--- src/common/scan_macros.svh ---
`ifndef SCAN_MACROS_SVH
`define SCAN_MACROS_SVH

// Number of stream contexts kept by each category
`define SCAN_NUM_STREAMS 64

// Stream id width
// Must cover SCAN_NUM_STREAMS
`define SCAN_STREAM_W 6

// Width of the fired-packet counters
`define SCAN_COUNT_W 16

`endif
--- src/common/scan_pkg.sv ---
`include "scan_macros.svh"

package scan_pkg;

   // One input character per cycle
   typedef struct packed {
      logic [7:0] char;
      logic       vld;
      logic       eop;   // Set with the last character of a packet
   } char_beat_t;

   // Packet start command
   typedef struct packed {
      logic [`SCAN_STREAM_W-1:0] stream_id;
      logic                      new_stream;
   } pkt_ctl_t;

   // Letters of "finger" matched so far
   typedef logic [2:0] finger_state_t;

   // Line-start tracking plus letters of "root" matched so far
   typedef struct packed {
      logic       line_start;
      logic [2:0] progress;
   } root_state_t;

   // Progress code for a line already under way with no run open
   localparam logic [2:0] ROOT_NO_RUN = 3'd7;

   // Category index into the masks
   typedef enum logic {
      CAT_FINGER = 1'b0,
      CAT_ROOT   = 1'b1
   } cat_idx_e;

   localparam int NUM_CATS = 2;

   // One bit per category
   typedef logic [NUM_CATS-1:0] cat_mask_t;

   typedef logic [`SCAN_COUNT_W-1:0] count_t;

   // End of packet report
   typedef struct packed {
      logic [`SCAN_STREAM_W-1:0] stream_id;
      cat_mask_t                 fired;
   } scan_result_t;

endpackage

--- src/design/content_scan_top.sv ---
`timescale 1ns/10ps
`include "scan_macros.svh"

module content_scan_top (
   input  logic                      clk,
   input  logic                      rst_n,
   input  logic                      pkt_start,
   input  scan_pkg::pkt_ctl_t        pkt_ctl,
   input  scan_pkg::char_beat_t      beat,
   input  logic                      cfg_we,
   input  logic [`SCAN_STREAM_W-1:0] cfg_stream,
   input  scan_pkg::cat_mask_t       cfg_enable,
   output logic                      result_vld,
   output scan_pkg::scan_result_t    result,
   output scan_pkg::count_t          finger_count,
   output scan_pkg::count_t          root_count
);

   import scan_pkg::*;

   // Dispatcher outputs
   logic       load_state;
   logic       finalize;
   pkt_ctl_t   cur_ctl;
   cat_mask_t  enable;
   char_beat_t beat_q;

   // Finger category path
   finger_state_t finger_state_in;
   finger_state_t finger_state_out;
   logic          finger_state_in_vld;
   logic          finger_accept;

   // Root category path
   root_state_t root_state_in;
   root_state_t root_state_out;
   logic        root_state_in_vld;
   logic        root_accept;

   // Per-category results
   cat_mask_t fired;
   cat_mask_t fired_vld;

   stream_dispatch u_dispatch (
      .clk        (clk),
      .rst_n      (rst_n),
      .pkt_start  (pkt_start),
      .pkt_ctl    (pkt_ctl),
      .beat       (beat),
      .cfg_we     (cfg_we),
      .cfg_stream (cfg_stream),
      .cfg_enable (cfg_enable),
      .load_state (load_state),
      .finalize   (finalize),
      .cur_ctl    (cur_ctl),
      .enable     (enable),
      .beat_q     (beat_q)
   );

   stream_ctx_unit #(
      .state_t (finger_state_t)
   ) u_ctx_finger (
      .clk          (clk),
      .rst_n        (rst_n),
      .load_state   (load_state),
      .finalize     (finalize),
      .new_stream   (cur_ctl.new_stream),
      .enable       (enable[CAT_FINGER]),
      .stream_id    (cur_ctl.stream_id),
      .state_out    (finger_state_out),
      .accept       (finger_accept),
      .state_in     (finger_state_in),
      .state_in_vld (finger_state_in_vld),
      .fired        (fired[CAT_FINGER]),
      .fired_vld    (fired_vld[CAT_FINGER]),
      .count        (finger_count)
   );

   finger_matcher u_finger (
      .clk          (clk),
      .rst_n        (rst_n),
      .beat         (beat_q),
      .state_in     (finger_state_in),
      .state_in_vld (finger_state_in_vld),
      .state_out    (finger_state_out),
      .accept       (finger_accept)
   );

   stream_ctx_unit #(
      .state_t (root_state_t)
   ) u_ctx_root (
      .clk          (clk),
      .rst_n        (rst_n),
      .load_state   (load_state),
      .finalize     (finalize),
      .new_stream   (cur_ctl.new_stream),
      .enable       (enable[CAT_ROOT]),
      .stream_id    (cur_ctl.stream_id),
      .state_out    (root_state_out),
      .accept       (root_accept),
      .state_in     (root_state_in),
      .state_in_vld (root_state_in_vld),
      .fired        (fired[CAT_ROOT]),
      .fired_vld    (fired_vld[CAT_ROOT]),
      .count        (root_count)
   );

   root_matcher u_root (
      .clk          (clk),
      .rst_n        (rst_n),
      .beat         (beat_q),
      .state_in     (root_state_in),
      .state_in_vld (root_state_in_vld),
      .state_out    (root_state_out),
      .accept       (root_accept)
   );

   // Both units finalize on the same cycle
   assign result_vld = &fired_vld;

   // Stream id is held until the next pkt_start
   // which comes after the result
   assign result.stream_id = cur_ctl.stream_id;
   assign result.fired     = fired;

endmodule

--- src/matchers/root_matcher.sv ---
`timescale 1ns/10ps

module root_matcher (
   input  logic                  clk,
   input  logic                  rst_n,
   input  scan_pkg::char_beat_t  beat,
   input  scan_pkg::root_state_t state_in,
   input  logic                  state_in_vld,
   output scan_pkg::root_state_t state_out,
   output logic                  accept
);

   import scan_pkg::*;

   localparam logic [7:0] NEWLINE = 8'h0a;

   root_state_t base;
   root_state_t next;
   logic        at_start;
   logic        hit;

   always_comb
   begin
      base = state_in_vld ? state_in : state_out;
      // All-zero state is a fresh stream and counts as a line start
      at_start = base.line_start | (base == '0);
      next     = base;
      hit      = 1'b0;
      if (beat.vld)
      begin
         if (beat.char == NEWLINE)
         begin
            next.line_start = 1'b1;
            next.progress   = 3'd0;
         end
         else
         begin
            next.line_start = 1'b0;
            next.progress   = ROOT_NO_RUN;
            case (base.progress)
               3'd0:
               begin
                  // A run may only open at a line start
                  if (at_start && beat.char == "r")
                  begin
                     next.progress = 3'd1;
                  end
               end
               3'd1:
               begin
                  if (beat.char == "o")
                  begin
                     next.progress = 3'd2;
                  end
               end
               3'd2:
               begin
                  if (beat.char == "o")
                  begin
                     next.progress = 3'd3;
                  end
               end
               3'd3:
               begin
                  // Word complete, rest of the line cannot match
                  hit = (beat.char == "t");
               end
               default:
               begin
                  next.progress = ROOT_NO_RUN;
               end
            endcase
         end
      end
   end

   always_ff @(posedge clk)
   begin
      if (!rst_n)
      begin
         state_out <= '0;
         accept    <= 1'b0;
      end
      else
      begin
         state_out <= next;
         accept    <= hit;
      end
   end

endmodule

--- src/matchers/finger_matcher.sv ---
`timescale 1ns/10ps

module finger_matcher (
   input  logic                    clk,
   input  logic                    rst_n,
   input  scan_pkg::char_beat_t    beat,
   input  scan_pkg::finger_state_t state_in,
   input  logic                    state_in_vld,
   output scan_pkg::finger_state_t state_out,
   output logic                    accept
);

   import scan_pkg::*;

   finger_state_t base;
   finger_state_t next;
   logic          hit;
   logic [7:0]    want;

   // Next letter of "finger" for the current progress
   always_comb
   begin
      case (base)
         3'd0:    want = "f";
         3'd1:    want = "i";
         3'd2:    want = "n";
         3'd3:    want = "g";
         3'd4:    want = "e";
         3'd5:    want = "r";
         default: want = 8'h00;
      endcase
   end

   always_comb
   begin
      // Restored state overrides the running one
      base = state_in_vld ? state_in : state_out;
      next = base;
      hit  = 1'b0;
      if (beat.vld)
      begin
         if (beat.char == want)
         begin
            if (base == 3'd5)
            begin
               // Full word seen, start over
               hit  = 1'b1;
               next = 3'd0;
            end
            else
            begin
               next = base + 3'd1;
            end
         end
         else if (beat.char == "f")
         begin
            next = 3'd1;   // mismatch on an f opens a new run
         end
         else
         begin
            next = 3'd0;
         end
      end
   end

   always_ff @(posedge clk)
   begin
      if (!rst_n)
      begin
         state_out <= '0;
         accept    <= 1'b0;
      end
      else
      begin
         state_out <= next;
         accept    <= hit;
      end
   end

endmodule

--- src/stream_ctx/stream_ctx_unit.sv ---
`timescale 1ns/10ps
`include "scan_macros.svh"

module stream_ctx_unit #(
   parameter type state_t = logic [2:0]
) (
   input  logic                      clk,
   input  logic                      rst_n,
   input  logic                      load_state,
   input  logic                      finalize,
   input  logic                      new_stream,
   input  logic                      enable,
   input  logic [`SCAN_STREAM_W-1:0] stream_id,
   input  state_t                    state_out,
   input  logic                      accept,
   output state_t                    state_in,
   output logic                      state_in_vld,
   output logic                      fired,
   output logic                      fired_vld,
   output scan_pkg::count_t          count
);

   import scan_pkg::*;

   // Saved matcher state per stream
   // First use of a stream always comes with new_stream
   state_t state_mem [`SCAN_NUM_STREAMS];

   // Set by any accept inside the current packet
   logic spec_match;

   // Packet hit including an accept on the last character
   logic pkt_hit;

   assign pkt_hit = spec_match | accept;

   // Restore path
   // New stream starts the matcher from its reset state
   always_ff @(posedge clk)
   begin
      if (load_state)
      begin
         if (new_stream)
         begin
            state_in <= state_t'('0);
         end
         else
         begin
            state_in <= state_mem[stream_id];
         end
      end
   end

   always_ff @(posedge clk)
   begin
      if (!rst_n)
      begin
         state_in_vld <= 1'b0;
      end
      else
      begin
         state_in_vld <= load_state;
      end
   end

   // Save path
   // A disabled category keeps the state from before it was disabled
   always_ff @(posedge clk)
   begin
      if (finalize && enable)
      begin
         state_mem[stream_id] <= state_out;
      end
   end

   // Speculative flag, result and counter
   always_ff @(posedge clk)
   begin
      if (!rst_n)
      begin
         spec_match <= 1'b0;
         fired      <= 1'b0;
         fired_vld  <= 1'b0;
         count      <= '0;
      end
      else
      begin
         // Clear at packet start, set on every accept
         if (load_state)
         begin
            spec_match <= 1'b0;
         end
         else if (accept)
         begin
            spec_match <= 1'b1;
         end

         fired_vld <= finalize;
         if (finalize)
         begin
            fired <= enable & pkt_hit;
            if (enable)
            begin
               count <= count + count_t'(pkt_hit);
            end
         end
      end
   end

endmodule

--- src/design/stream_dispatch.sv ---
`timescale 1ns/10ps
`include "scan_macros.svh"

module stream_dispatch (
   input  logic                      clk,
   input  logic                      rst_n,
   input  logic                      pkt_start,
   input  scan_pkg::pkt_ctl_t        pkt_ctl,
   input  scan_pkg::char_beat_t      beat,
   input  logic                      cfg_we,
   input  logic [`SCAN_STREAM_W-1:0] cfg_stream,
   input  scan_pkg::cat_mask_t       cfg_enable,
   output logic                      load_state,
   output logic                      finalize,
   output scan_pkg::pkt_ctl_t        cur_ctl,
   output scan_pkg::cat_mask_t       enable,
   output scan_pkg::char_beat_t      beat_q
);

   import scan_pkg::*;

   // Per-stream category enables
   cat_mask_t enable_tbl [`SCAN_NUM_STREAMS];

   // Enable table writes
   // Only applied between packets so no bypass to the read below
   always_ff @(posedge clk)
   begin
      if (!rst_n)
      begin
         for (int i = 0; i < `SCAN_NUM_STREAMS; i++)
         begin
            enable_tbl[i] <= '0;
         end
      end
      else if (cfg_we)
      begin
         enable_tbl[cfg_stream] <= cfg_enable;
      end
   end

   // Packet control held for the whole packet
   always_ff @(posedge clk)
   begin
      if (pkt_start)
      begin
         cur_ctl <= pkt_ctl;
      end
   end

   // Load pulse and enable lookup one cycle after pkt_start
   always_ff @(posedge clk)
   begin
      if (!rst_n)
      begin
         load_state <= 1'b0;
         enable     <= '0;
      end
      else
      begin
         load_state <= pkt_start;
         if (pkt_start)
         begin
            enable <= enable_tbl[pkt_ctl.stream_id];
         end
      end
   end

   // Beat delay stage
   // Finalize trails the registered eop beat by one cycle
   // so that the matcher's accept for the last character is out
   always_ff @(posedge clk)
   begin
      beat_q.char <= beat.char;
      if (!rst_n)
      begin
         beat_q.vld <= 1'b0;
         beat_q.eop <= 1'b0;
         finalize   <= 1'b0;
      end
      else
      begin
         beat_q.vld <= beat.vld;
         beat_q.eop <= beat.eop;
         finalize   <= beat_q.vld & beat_q.eop;
      end
   end

endmodule

--- config.mk ---
export PLATFORM = sky130hd
export DESIGN_NAME = content_scan_top
export DESIGN_NICKNAME = d
export VERILOG_FILES = /design/src/common/scan_pkg.sv /design/src/design/content_scan_top.sv /design/src/matchers/root_matcher.sv /design/src/matchers/finger_matcher.sv /design/src/stream_ctx/stream_ctx_unit.sv /design/src/design/stream_dispatch.sv
export VERILOG_INCLUDE_DIRS = /design/src /design/src/common
export SDC_FILE = /design/constraint.sdc
export NUM_CORES = 1
export LEC_CHECK = 0
export BUFFER_PORTS_ARGS = -buffer_cell sky130_fd_sc_hd__buf_2
export CAP_MARGIN = 30
export CORE_UTILIZATION = 35
export DETAILED_ROUTE_END_ITERATION = 6
export PLACE_DENSITY_LB_ADDON = 0.2
export SLEW_MARGIN = 20
export SYNTH_ARGS = -nofsm -noshare
export SYNTH_HDL_FRONTEND = slang
export SYNTH_SLANG_ARGS = --single-unit
--- constraint.sdc ---
create_clock -name clk -period 5.9 [get_ports clk]
set_input_delay 0.295 -clock clk [delete_from_list [all_inputs] [get_ports clk]]
set_output_delay 0.295 -clock clk [all_outputs]
set_load 0.05 [all_outputs]
==> metrics, run 1 <==
grt ovf=0; setup_tns=0 ns; unrepaired setup endpoints after global routing=no; critical path's top delay family=simple AND/OR/NAND/NOR gates; Critical Path AT=3.58 ns; leak pwr=10.0 nW; Worst-path clk slew=0.07 ns; PortBufs=69; Final period util=0.527; share of post-route cells with drive strength above 1=0.175; Reg area=0.0170 mm²; largest family of logic cells by synthesized area=simple AND/OR/NAND/NOR gates; number of routed nets with antenna violations=0; Starting Density=0.356; Synth Area per Inst=14.1 µm²; post-synthesis cell type count=68; drt pass-1 iters=5; CTS tree=done; syn_nets=1815; half-perimeter wire length after placement=40800 µm; Sw Pwr=0.00205 W; combinational group share of total power=0.070; Cells after Synth=1781; H-tree depth=2; WL/cell=23.2 µm; Via-to-Cell Ratio=5.36; CP required=6.37 ns; Crit-path slowest cell=nor2b_1; Bufs and invs on worst path=1; Post-CTS Setup Inserts=0; total power=0.00902 W; die footprint=0.0729 mm²; Startpoint Class=flop; Seq/Total Area, Yosys=0.675; GP Congestion=0.842; clock share of power=0.417; cell mode on critical path=o21ai_0; highest routing layer actually used=met4; P&R area growth vs syn=13.6%; pin slew with the least headroom to its limit=1.09 ns; Placeable Area=0.0705 mm²; Flop pwr share=0.512; cts bufs inserted=61; post-synthesis mux area share=0.102; Die Y=270 µm; Iter 0 DRT Violations=1339; Max Fanout on Critical Path=98; Ant. Diodes=0; Setup crit end kind=flop; internal power=0.00696 W; final core utilization=0.405; Ys Warns=0; global-route wire length before repair=98500 µm; Hold Fails Final Rpt=0; Synth Area in Simple Gates=0.124; Die Wd=270 µm; Worst Hold Class=primary input to flop; clk sinks=585; status=finished, final reports clean; Net Sw Frac=0.228; # DRC=0; crit-path cells=buf_12 > nor2b_1 > a22oi_1 > o21ai_0 > o21ai_0 > and3_1 > a31oi_1; Worst Min Path Start=rst_n; met1 wire length=28500 µm; CTS Buffer Depth=3; vias in the first global route=15300; fmax=0.322 GHz; worst reg2reg startpoint=u_dispatch.cur_ctl[2]; post-synthesis adder-cell area fraction=0.00249; VDD IR max=0.000237 V; Max-Cap Viols=0; largest net degree at the start of global routing=102; CTS root buffer=clkbuf_16; skew final=0.0300 ns; Worst slew margin=0.275; PostCTS Resize Cnt=0; slowest stage delay, CP=0.94 ns; post-route minimum period=3.11 ns; metal3 WL=3500 µm; Synth Flop Type=edfxtp_1; Skew-Pair Late Insertion Delay=0.63 ns; Worst setup startpoint=u_dispatch.cur_ctl[2]; number of synthesized register bits=585; Setup-failing EPs final=0; Post-synth EDFFs=525; Post-Synth XOR/XNOR Area=0.00801; Vias=15100; Crit Path Category=flop to flop; Hold-fix buffers, CTS=16; Final Max Slew Viols=0; initial antenna violation count=0; nets=1858; pwr dens=316 mW/mm²; num ports=70; # fillers=6509; Min Hold Slack=0.178 ns; # rows=97; Async SR Flop Fraction=0; metal2 WL=31400 µm; complex-gate fraction of the synthesized area=0.0613; area of the multi-input gates=0.00755 mm²; GRT Util Overall=0.178; Syn Std Cell Area=0.0251 mm²; Routed WL=65200 µm
## logic make-up after synthesis
kind of cell / Yosys count
compound gates: 224
xor+xnor: 23
fa+ha+maj: 5
buf+inv: 148
flops: 585
mux: 155
simple gates: 641
## sequential cells by signal (all words and copies together), names as in the netlist, 2 cells and up
signal,count
u_ctx_root.state_in,3
u_dispatch.enable_tbl,128
u_root.state_out,3
u_dispatch.enable,2
u_ctx_finger.count,16
u_ctx_root.state_mem,192
u_ctx_finger.state_mem,192
u_ctx_finger.state_in,3
u_finger.state_out,3
u_dispatch.beat_q,10
u_ctx_root.count,16
u_dispatch.cur_ctl,7
## worst register-to-register path: cells and delay by family, from the launching register on
| family | cells | cell delay (ns) |
|---|---|---|
| DFF | 1 | 0.45 |
| buffers and inverters | 1 | 0.49 |
| and+or+nand+nor | 2 | 1.26 |
| AOI/OAI and AO/OA | 4 | 0.76 |
## placed cells by master, fill, tap and decap left out, types with 5 or more instances in the layout
cell | netlist | final
a211oi_1 | 7 | 7
a21boi_0 | 11 | 11
a21oi_1 | 40 | 40
a221oi_1 | 19 | 19
a22o_1 | 5 | 5
a22oi_1 | 51 | 51
a31oi_1 | 5 | 5
and2_1 | 37 | 37
and3_1 | 140 | 140
buf_2 | 30 | 68
buf_4 | 17 | 28
bufinv_16 | 0 | 5
clkbuf_1 | 86 | 11
clkbuf_16 | 0 | 62
clkinv_1 | 0 | 11
clkinv_2 | 0 | 15
dfxtp_1 | 60 | 54
dfxtp_2 | 0 | 6
dlygate4sd3_1 | 0 | 16
edfxtp_1 | 525 | 525
ha_1 | 5 | 5
inv_1 | 7 | 7
mux2_2 | 22 | 22
mux2i_1 | 52 | 52
mux4_2 | 76 | 76
nand2_1 | 201 | 201
nand2b_1 | 12 | 12
nand3_1 | 12 | 12
nand4_1 | 12 | 12
nor2_1 | 166 | 160
nor2_2 | 1 | 6
nor2b_1 | 15 | 15
nor3_1 | 8 | 6
o21ai_0 | 33 | 33
o22ai_1 | 25 | 25
or3_1 | 8 | 8
xnor2_1 | 20 | 20
## layer usage
metal  global-route usage  vias up
li1                     -     6868
met1                0.242     7675
met2                0.291      433
met3               0.0285      102
met4               0.0549        0
met5                    0        -
## path summary, 6_finish.rpt
path,slack (ns),depth (start not counted),to
setup / recovery,2.79,7,u_ctx_root.state_in[2]
hold / removal,0.18,3,u_root.state_out[0]
setup reg to reg,2.79,7,u_ctx_root.state_in[2]
hold reg to reg,0.48,1,u_dispatch.finalize
## through the flow
stage,cells,setup slack [ns],cell area [µm²]
after global routing,2813,2.69,28500
after detailed placement,2681,2.88,26400
after global placement,2677,2.69,26300
after floorplan,1781,2.96,25100
final,2813,2.79,28500
after CTS,2809,2.87,28500
## synth_stat cells, types with 4 or more instances
library cell / instances / share of area
buf_2: 30 / 0.0060
buf_1: 6 / 0.00090
nand3b_1: 4 / 0.0012
inv_1: 7 / 0.0010
nand2_1: 201 / 0.030
nor3_1: 8 / 0.0016
and3_1: 140 / 0.035
nor3b_1: 5 / 0.0015
nand4_1: 12 / 0.0030
dfxtp_1: 60 / 0.048
or3_1: 8 / 0.0020
nor2b_1: 15 / 0.0037
a21boi_0: 11 / 0.0033
nor2_1: 166 / 0.025
o21ai_0: 33 / 0.0066
mux2i_1: 52 / 0.021
edfxtp_1: 525 / 0.63
a211oi_1: 7 / 0.0021
a31oi_1: 5 / 0.0012
buf_4: 17 / 0.0051
o22ai_1: 25 / 0.0062
nand3_1: 12 / 0.0024
mux2_2: 22 / 0.0099
and2_1: 37 / 0.0092
and3b_1: 4 / 0.0014
a221oi_1: 19 / 0.0066
mux4_2: 76 / 0.068
clkbuf_1: 86 / 0.013
nand2b_1: 12 / 0.0030
ha_1: 5 / 0.0025
a21oi_1: 40 / 0.0080
a22o_1: 5 / 0.0017
xnor2_1: 20 / 0.0070
a22oi_1: 51 / 0.015
## power groups by stage
stage          logic (W)  registers [W]  clock network [W]
6_report        0.000634        0.00462            0.00376
5_1_grt         0.000683        0.00462            0.00400
3_5_place_dp    0.000626        0.00471                  0
2_1_floorplan   0.000389        0.00471                  0
4_1_cts         0.000637        0.00462            0.00384
3_3_place_gp    0.000614        0.00470                  0
## area by class of cell
| cell class | count | area share |
|---|---|---|
| clock buffers | 76 | 0.0569 |
| clock inverters | 36 | 0.0112 |
| inverters | 8 | 0.00123 |
| multi-input cells | 1048 | 0.265 |
| flip-flops and latches | 585 | 0.595 |
| well taps | 940 | 0.0412 |
| repair buffers | 120 | 0.0302 |
Power figures use the tool's default switching activity.
==> run 2: changes to the inputs <==
ABC_AREA = 1   (was default)
clock period = 2.6 ns   (was 5.9 ns; I/O delays follow)
==> metrics, run 2 <==
status=finished, final reports clean; post-synthesis cell type count=39; Worst setup startpoint=u_dispatch.cur_ctl[2]; Setup-failing EPs final=0; final instance area=0.0285 mm²; post-synth top area cell=edfxtp_1; leak pwr=10.3 nW; Synth Flop Type=edfxtp_1; Startpoint Class=flop; pwr dens=736 mW/mm²; slowest stage delay, CP=0.53 ns; Synth top area share=0.643; highest routing layer actually used=met4; cts bufs inserted=61; post-route minimum period=2.54 ns; Crit-path slowest cell=edfxtp_1; number of routed nets with antenna violations=0; Net Sw Frac=0.231; Post-synth EDFFs=525; cells on worst reg2reg path=10; largest net degree at the start of global routing=65; setup_tns=0 ns; worst reg2reg startpoint=u_dispatch.cur_ctl[2]; synth cell count leaders=nand2_1 (666), edfxtp_1 (525), nor2_1 (203), nand3_1 (159), nor3_1 (156); worst setup margin=0.0589 ns; nets=2435; crit-path cells=inv_2 > nand3_2 > inv_2 > buf_12 > nand2_1 > o2111ai_1 > o21ai_0 > nand2_1 > nor2_1 > a21oi_1; Skew-Pair Late Insertion Delay=0.64 ns; CTS Buffer Depth=3; Regs by FF count=u_ctx_finger.state_mem: 192 flops, u_ctx_root.state_mem: 192 flops, u_dispatch.enable_tbl: 128 flops; clk sinks=585; pre-CTS WS=0.125 ns; share of post-route cells with drive strength above 1=0.110; global-route wire length before repair=103000 µm; Worst Hold Class=primary input to flop; Final period util=0.977; count leader, synth=nand2_1; Setup crit end kind=flop; Sw Pwr=0.00485 W; top post-synthesis cells by area=edfxtp_1 (64%), nand2_1 (10%), dfxtp_1 (4.9%), nand3_1 (3.2%), nor3_1 (3.2%); Cells after Synth=2293; combinational group share of total power=0.067; skew final=0.0282 ns; Max-Cap Viols=0; number of synthesized register bits=585; vias in the first global route=17300; GP Congestion=0.841; Critical Path AT=2.91 ns; drt pass-1 iters=6; unrepaired setup endpoints after global routing=no; VDD IR max=0.000557 V; Synth Area per Inst=10.7 µm²; WL/cell=19.9 µm; metal2 WL=30800 µm; most common cell after layout, fill and taps aside=nand2_1; Die Y=267 µm; num ports=70; Ant. Diodes=0; P&R area growth vs syn=16.3%; metal3 WL=5340 µm; Via-to-Cell Ratio=5.18; Hold Path Stages=2; Final Max Slew Viols=0; most frequent cells in the layout=nand2_1 (665), edfxtp_1 (525), nor2_1 (203); fmax=0.394 GHz; pin slew with the least headroom to its limit=0.879 ns; Die Wd=267 µm; CTS tree=done; Worst-path clk slew=0.06 ns; Async SR Flop Fraction=0; CTS root buffer=clkbuf_16; met1 wire length=29700 µm; Max Fanout on Critical Path=18; Post-Place Cell Area=0.0262 mm²; # rows=96; Placeable Area=0.0689 mm²; Crit Path Category=flop to flop; Min Hold Slack=0.0519 ns; clock share of power=0.434; half-perimeter wire length after placement=42000 µm; initial antenna violation count=0; internal power=0.0162 W; Flop pwr share=0.499; GRT Util Overall=0.191; PortBufs=69; Iter 0 DRT Violations=1337; Routed WL=67400 µm; Ys Warns=0; # DRC=0; Vias=17500; syn_nets=2327; Worst Min Path Start=pkt_ctl[3]; Syn Std Cell Area=0.0245 mm²; grt ovf=0; Seq/Total Area, Yosys=0.692; Worst slew margin=0.409; H-tree depth=2; Hold Fails Final Rpt=0; Starting Density=0.356; die footprint=0.0711 mm²; CP required=2.96 ns
## run 2: changes by cell type in the layout (fill, tap and decap cells not counted), moves of 43 or more
cell and change:
mux4_2 -76, nand3_1 +147, buf_4 +53, nand2_1 +464, inv_1 +102, nor2_1 +43
nor3_1 +148, mux2i_1 -52, nand4_1 +48, and3_1 -138
## run 2: worst paths after layout
check / endpoint / slack, ns
max reg2reg: u_ctx_finger.state_in[0] / 0.06
min: u_dispatch.cur_ctl[3] / 0.05
max: u_ctx_finger.state_in[0] / 0.06
min reg2reg: u_dispatch.finalize / 0.41
## run 2: power by group through the flow
stage	Sequential (W)	Clock (W)	Combinational, W
6_report	0.0105	0.00912	0.00140
5_1_grt	0.0105	0.00959	0.00153
4_1_cts	0.0105	0.00925	0.00139
3_5_place_dp	0.0107	0	0.00137
3_3_place_gp	0.0107	0	0.00136
2_1_floorplan	0.0107	0	0.000737
## run 2: repair_timing
item,4_1_cts,5_1_grt
buffers inserted,0,5
resized for setup,0,2
hold buffers,20,0
hold endpoints to repair,48,0
endpoints found under the setup margin,0,4
## run 2: cell type report
type | count | area [µm²]
clock inverters | 43 | 489
well taps | 931 | 1160
fillers | 6686 | 40400
inverters | 117 | 439
flip-flops and latches | 585 | 17000
multi-input cells | 1462 | 6610
clock buffers | 73 | 1600
repair buffers | 174 | 1250
## run 2: critical path, delay by kind of cell, from the launching register on
| kind | cells | cell delay [ns] |
|---|---|---|
| simple gates | 4 | 0.51 |
| buf+inv | 3 | 0.53 |
| flops | 1 | 0.53 |
| compound gates | 3 | 0.69 |
## run 2: metrics by stage
step	util	power (W)	std cells
final	0.414	0.0210	3385
after detailed placement	0.380	0.0120	3244
after CTS	0.413	0.0211	3380
after global placement	0.380	0.0120	3244
after global routing	0.414	0.0216	3385
after floorplan	-	0.0114	2293
## run 2: layer usage
metal	up-vias	track usage
met5	-	0
met2	638	0.302
met1	8574	0.263
li1	8226	-
met4	0	0.0513
met3	102	0.0427
## run 2: kinds of logic after synthesis
| family | share of synthesized area |
|---|---|
| compound gates | 0.0436 |
| xor+xnor | 0.000714 |
| fa+ha+maj | 0.00255 |
| buf+inv | 0.0400 |
| flops | 0.692 |
| simple gates | 0.221 |
==> run 3: changes to the inputs <==
CELL_PAD_IN_SITES_DETAIL_PLACEMENT = 1   (was default)
CELL_PAD_IN_SITES_GLOBAL_PLACEMENT = 1   (was default)
CORE_ASPECT_RATIO = 1.2   (was default)
==> metrics, run 3 (synthesis results as in run 2) <==
leak pwr=10.4 nW; grt ovf=0; crit-path cells=buf_4 > nand3_2 > inv_2 > buf_12 > nand2_1 > o2111ai_1 > o21ai_0 > nand2_1 > nor2_1 > a21oi_1; num ports=70; status=finished, final reports clean; Via-to-Cell Ratio=5.28; pwr dens=742 mW/mm²; Skew-Pair Late Insertion Delay=0.65 ns; PortBufs=69; pin slew with the least headroom to its limit=0.813 ns; global-route wire length before repair=114000 µm; worst reg2reg startpoint=u_dispatch.cur_ctl[3]; most common cell after layout, fill and taps aside=nand2_1; slowest stage delay, CP=0.50 ns; clk sinks=585; Crit-path slowest cell=edfxtp_1; Ant. Diodes=0; GRT Util Overall=0.212; Regs by FF count=u_ctx_finger.state_mem: 192 flops, u_ctx_root.state_mem: 192 flops, u_dispatch.enable_tbl: 128 flops; Max Fanout on Critical Path=19; Iter 0 DRT Violations=1179; cts bufs inserted=61; total power=0.0213 W; vias in the first global route=19100; Hold Path Stages=4; setup_tns=0 ns; Hold Fails Final Rpt=0; CTS root buffer=clkbuf_16; Placeable Area=0.0688 mm²; GP Congestion=0.836; Worst Min Path Start=rst_n; Critical Path AT=2.88 ns; Die Y=292 µm; nets=2438; Final period util=0.962; Bufs and invs on worst path=3; cells on worst reg2reg path=10; Routed WL=75500 µm; Max-Cap Viols=0; critical path depth in cells=10; CP required=2.98 ns; initial antenna violation count=3; P&R area growth vs syn=16.9%; WL/cell=22.4 µm; # rows=105; largest net degree at the start of global routing=72; critical path's top delay family=compound AO/OA/AOI/OAI gates; Setup crit end kind=flop; most frequent cells in the layout=nand2_1 (665), edfxtp_1 (525), nor2_1 (203); Final Max Slew Viols=0; final instance area=0.0287 mm²; share of post-route cells with drive strength above 1=0.118; half-perimeter wire length after placement=47900 µm; Worst Hold Class=primary input to flop; Worst slew margin=0.458; die footprint=0.0711 mm²; Startpoint Class=flop; CTS tree=done; R2R Path End=u_ctx_finger.state_in[1]; number of routed nets with antenna violations=0; Die Wd=244 µm; cell mode on critical path=nand2_1; H-tree depth=2; Setup-failing EPs final=0; skew final=0.0277 ns; post-route minimum period=2.50 ns; Starting Density=0.356; drt pass-1 iters=5; Post-Place Cell Area=0.0263 mm²; Crit Path Category=flop to flop; Vias=17800; Hold Path End=u_ctx_root.count[4]; FF-to-FF setup slack=0.1 ns; CTS Buffer Depth=3; VDD IR max=0.000495 V; unrepaired setup endpoints after global routing=yes; # DRC=0; fmax=0.400 GHz; Worst-path clk slew=0.07 ns
==> run 3: timing repair <==
action                                  4_1_cts  5_1_grt
hold buffers                                 17        0
endpoints found under the setup margin        0        7
endpoints found under the hold margin        24        0
buffers inserted                              0        3
resized for setup                             0        4
==> run 3: worst reg2reg max path, cell delays in order, from the launching register on <==
cell and delay, ns:
edfxtp_1 0.50, buf_4 0.19, nand3_2 0.08, inv_2 0.23, buf_12 0.25, nand2_1 0.07
o2111ai_1 0.12, o21ai_0 0.50, nand2_1 0.11, nor2_1 0.12, a21oi_1 0.07
==> run 3: stage by stage <==
| step | cells | utilization | hold slack, ns | worst slack [ns] |
|---|---|---|---|---|
| after floorplan | 2293 | - | 0.158 | 0.135 |
| after global placement | 3230 | 0.383 | 0.236 | 0.130 |
| after detailed placement | 3230 | 0.383 | 0.235 | 0.0615 |
| after CTS | 3362 | 0.416 | 0.0135 | 0.0294 |
| after global routing | 3365 | 0.416 | 0.0362 | -0.00623 |
| final | 3365 | 0.416 | 0.0538 | 0.0981 |
==> run 3: metal layers <==
layer	GRT usage	wire [µm]	vias to the layer above
li1	-	-	8240
met5	0	0	-
met1	0.265	31500	9031
met4	0.0651	2110	0
met3	0.0294	3480	116
met2	0.378	38400	391
==> run 3: power breakdown <==
part,internal (W),switching (W)
clock network,0.00547,0.00384
registers,0.0104,0.0000802
logic,0.000394,0.00109
==> run 3: area by class of cell <==
type                       instances  area (µm²)
clock buffer                      71        1590
tap                              909        1140
sequential                       585       17000
multi-input combinational       1462        6650
inverter                         117         443
fill                            7596       40200
timing repair buffer             177        1340
clock inverter                    44         533
==> run 3: worst max-delay path by stage <==
stage | from | to
2_1_floorplan | u_dispatch.cur_ctl[1] | u_ctx_finger.state_mem[49][0]
4_1_cts | u_dispatch.cur_ctl[3] | u_ctx_root.state_in[1]
3_3_place_gp | u_dispatch.cur_ctl[3] | u_ctx_finger.state_in[1]
5_1_grt | u_dispatch.cur_ctl[1] | u_ctx_finger.state_in[1]
6_report | u_dispatch.cur_ctl[3] | u_ctx_finger.state_in[1]
3_5_place_dp | u_dispatch.cur_ctl[3] | u_ctx_root.state_in[1]
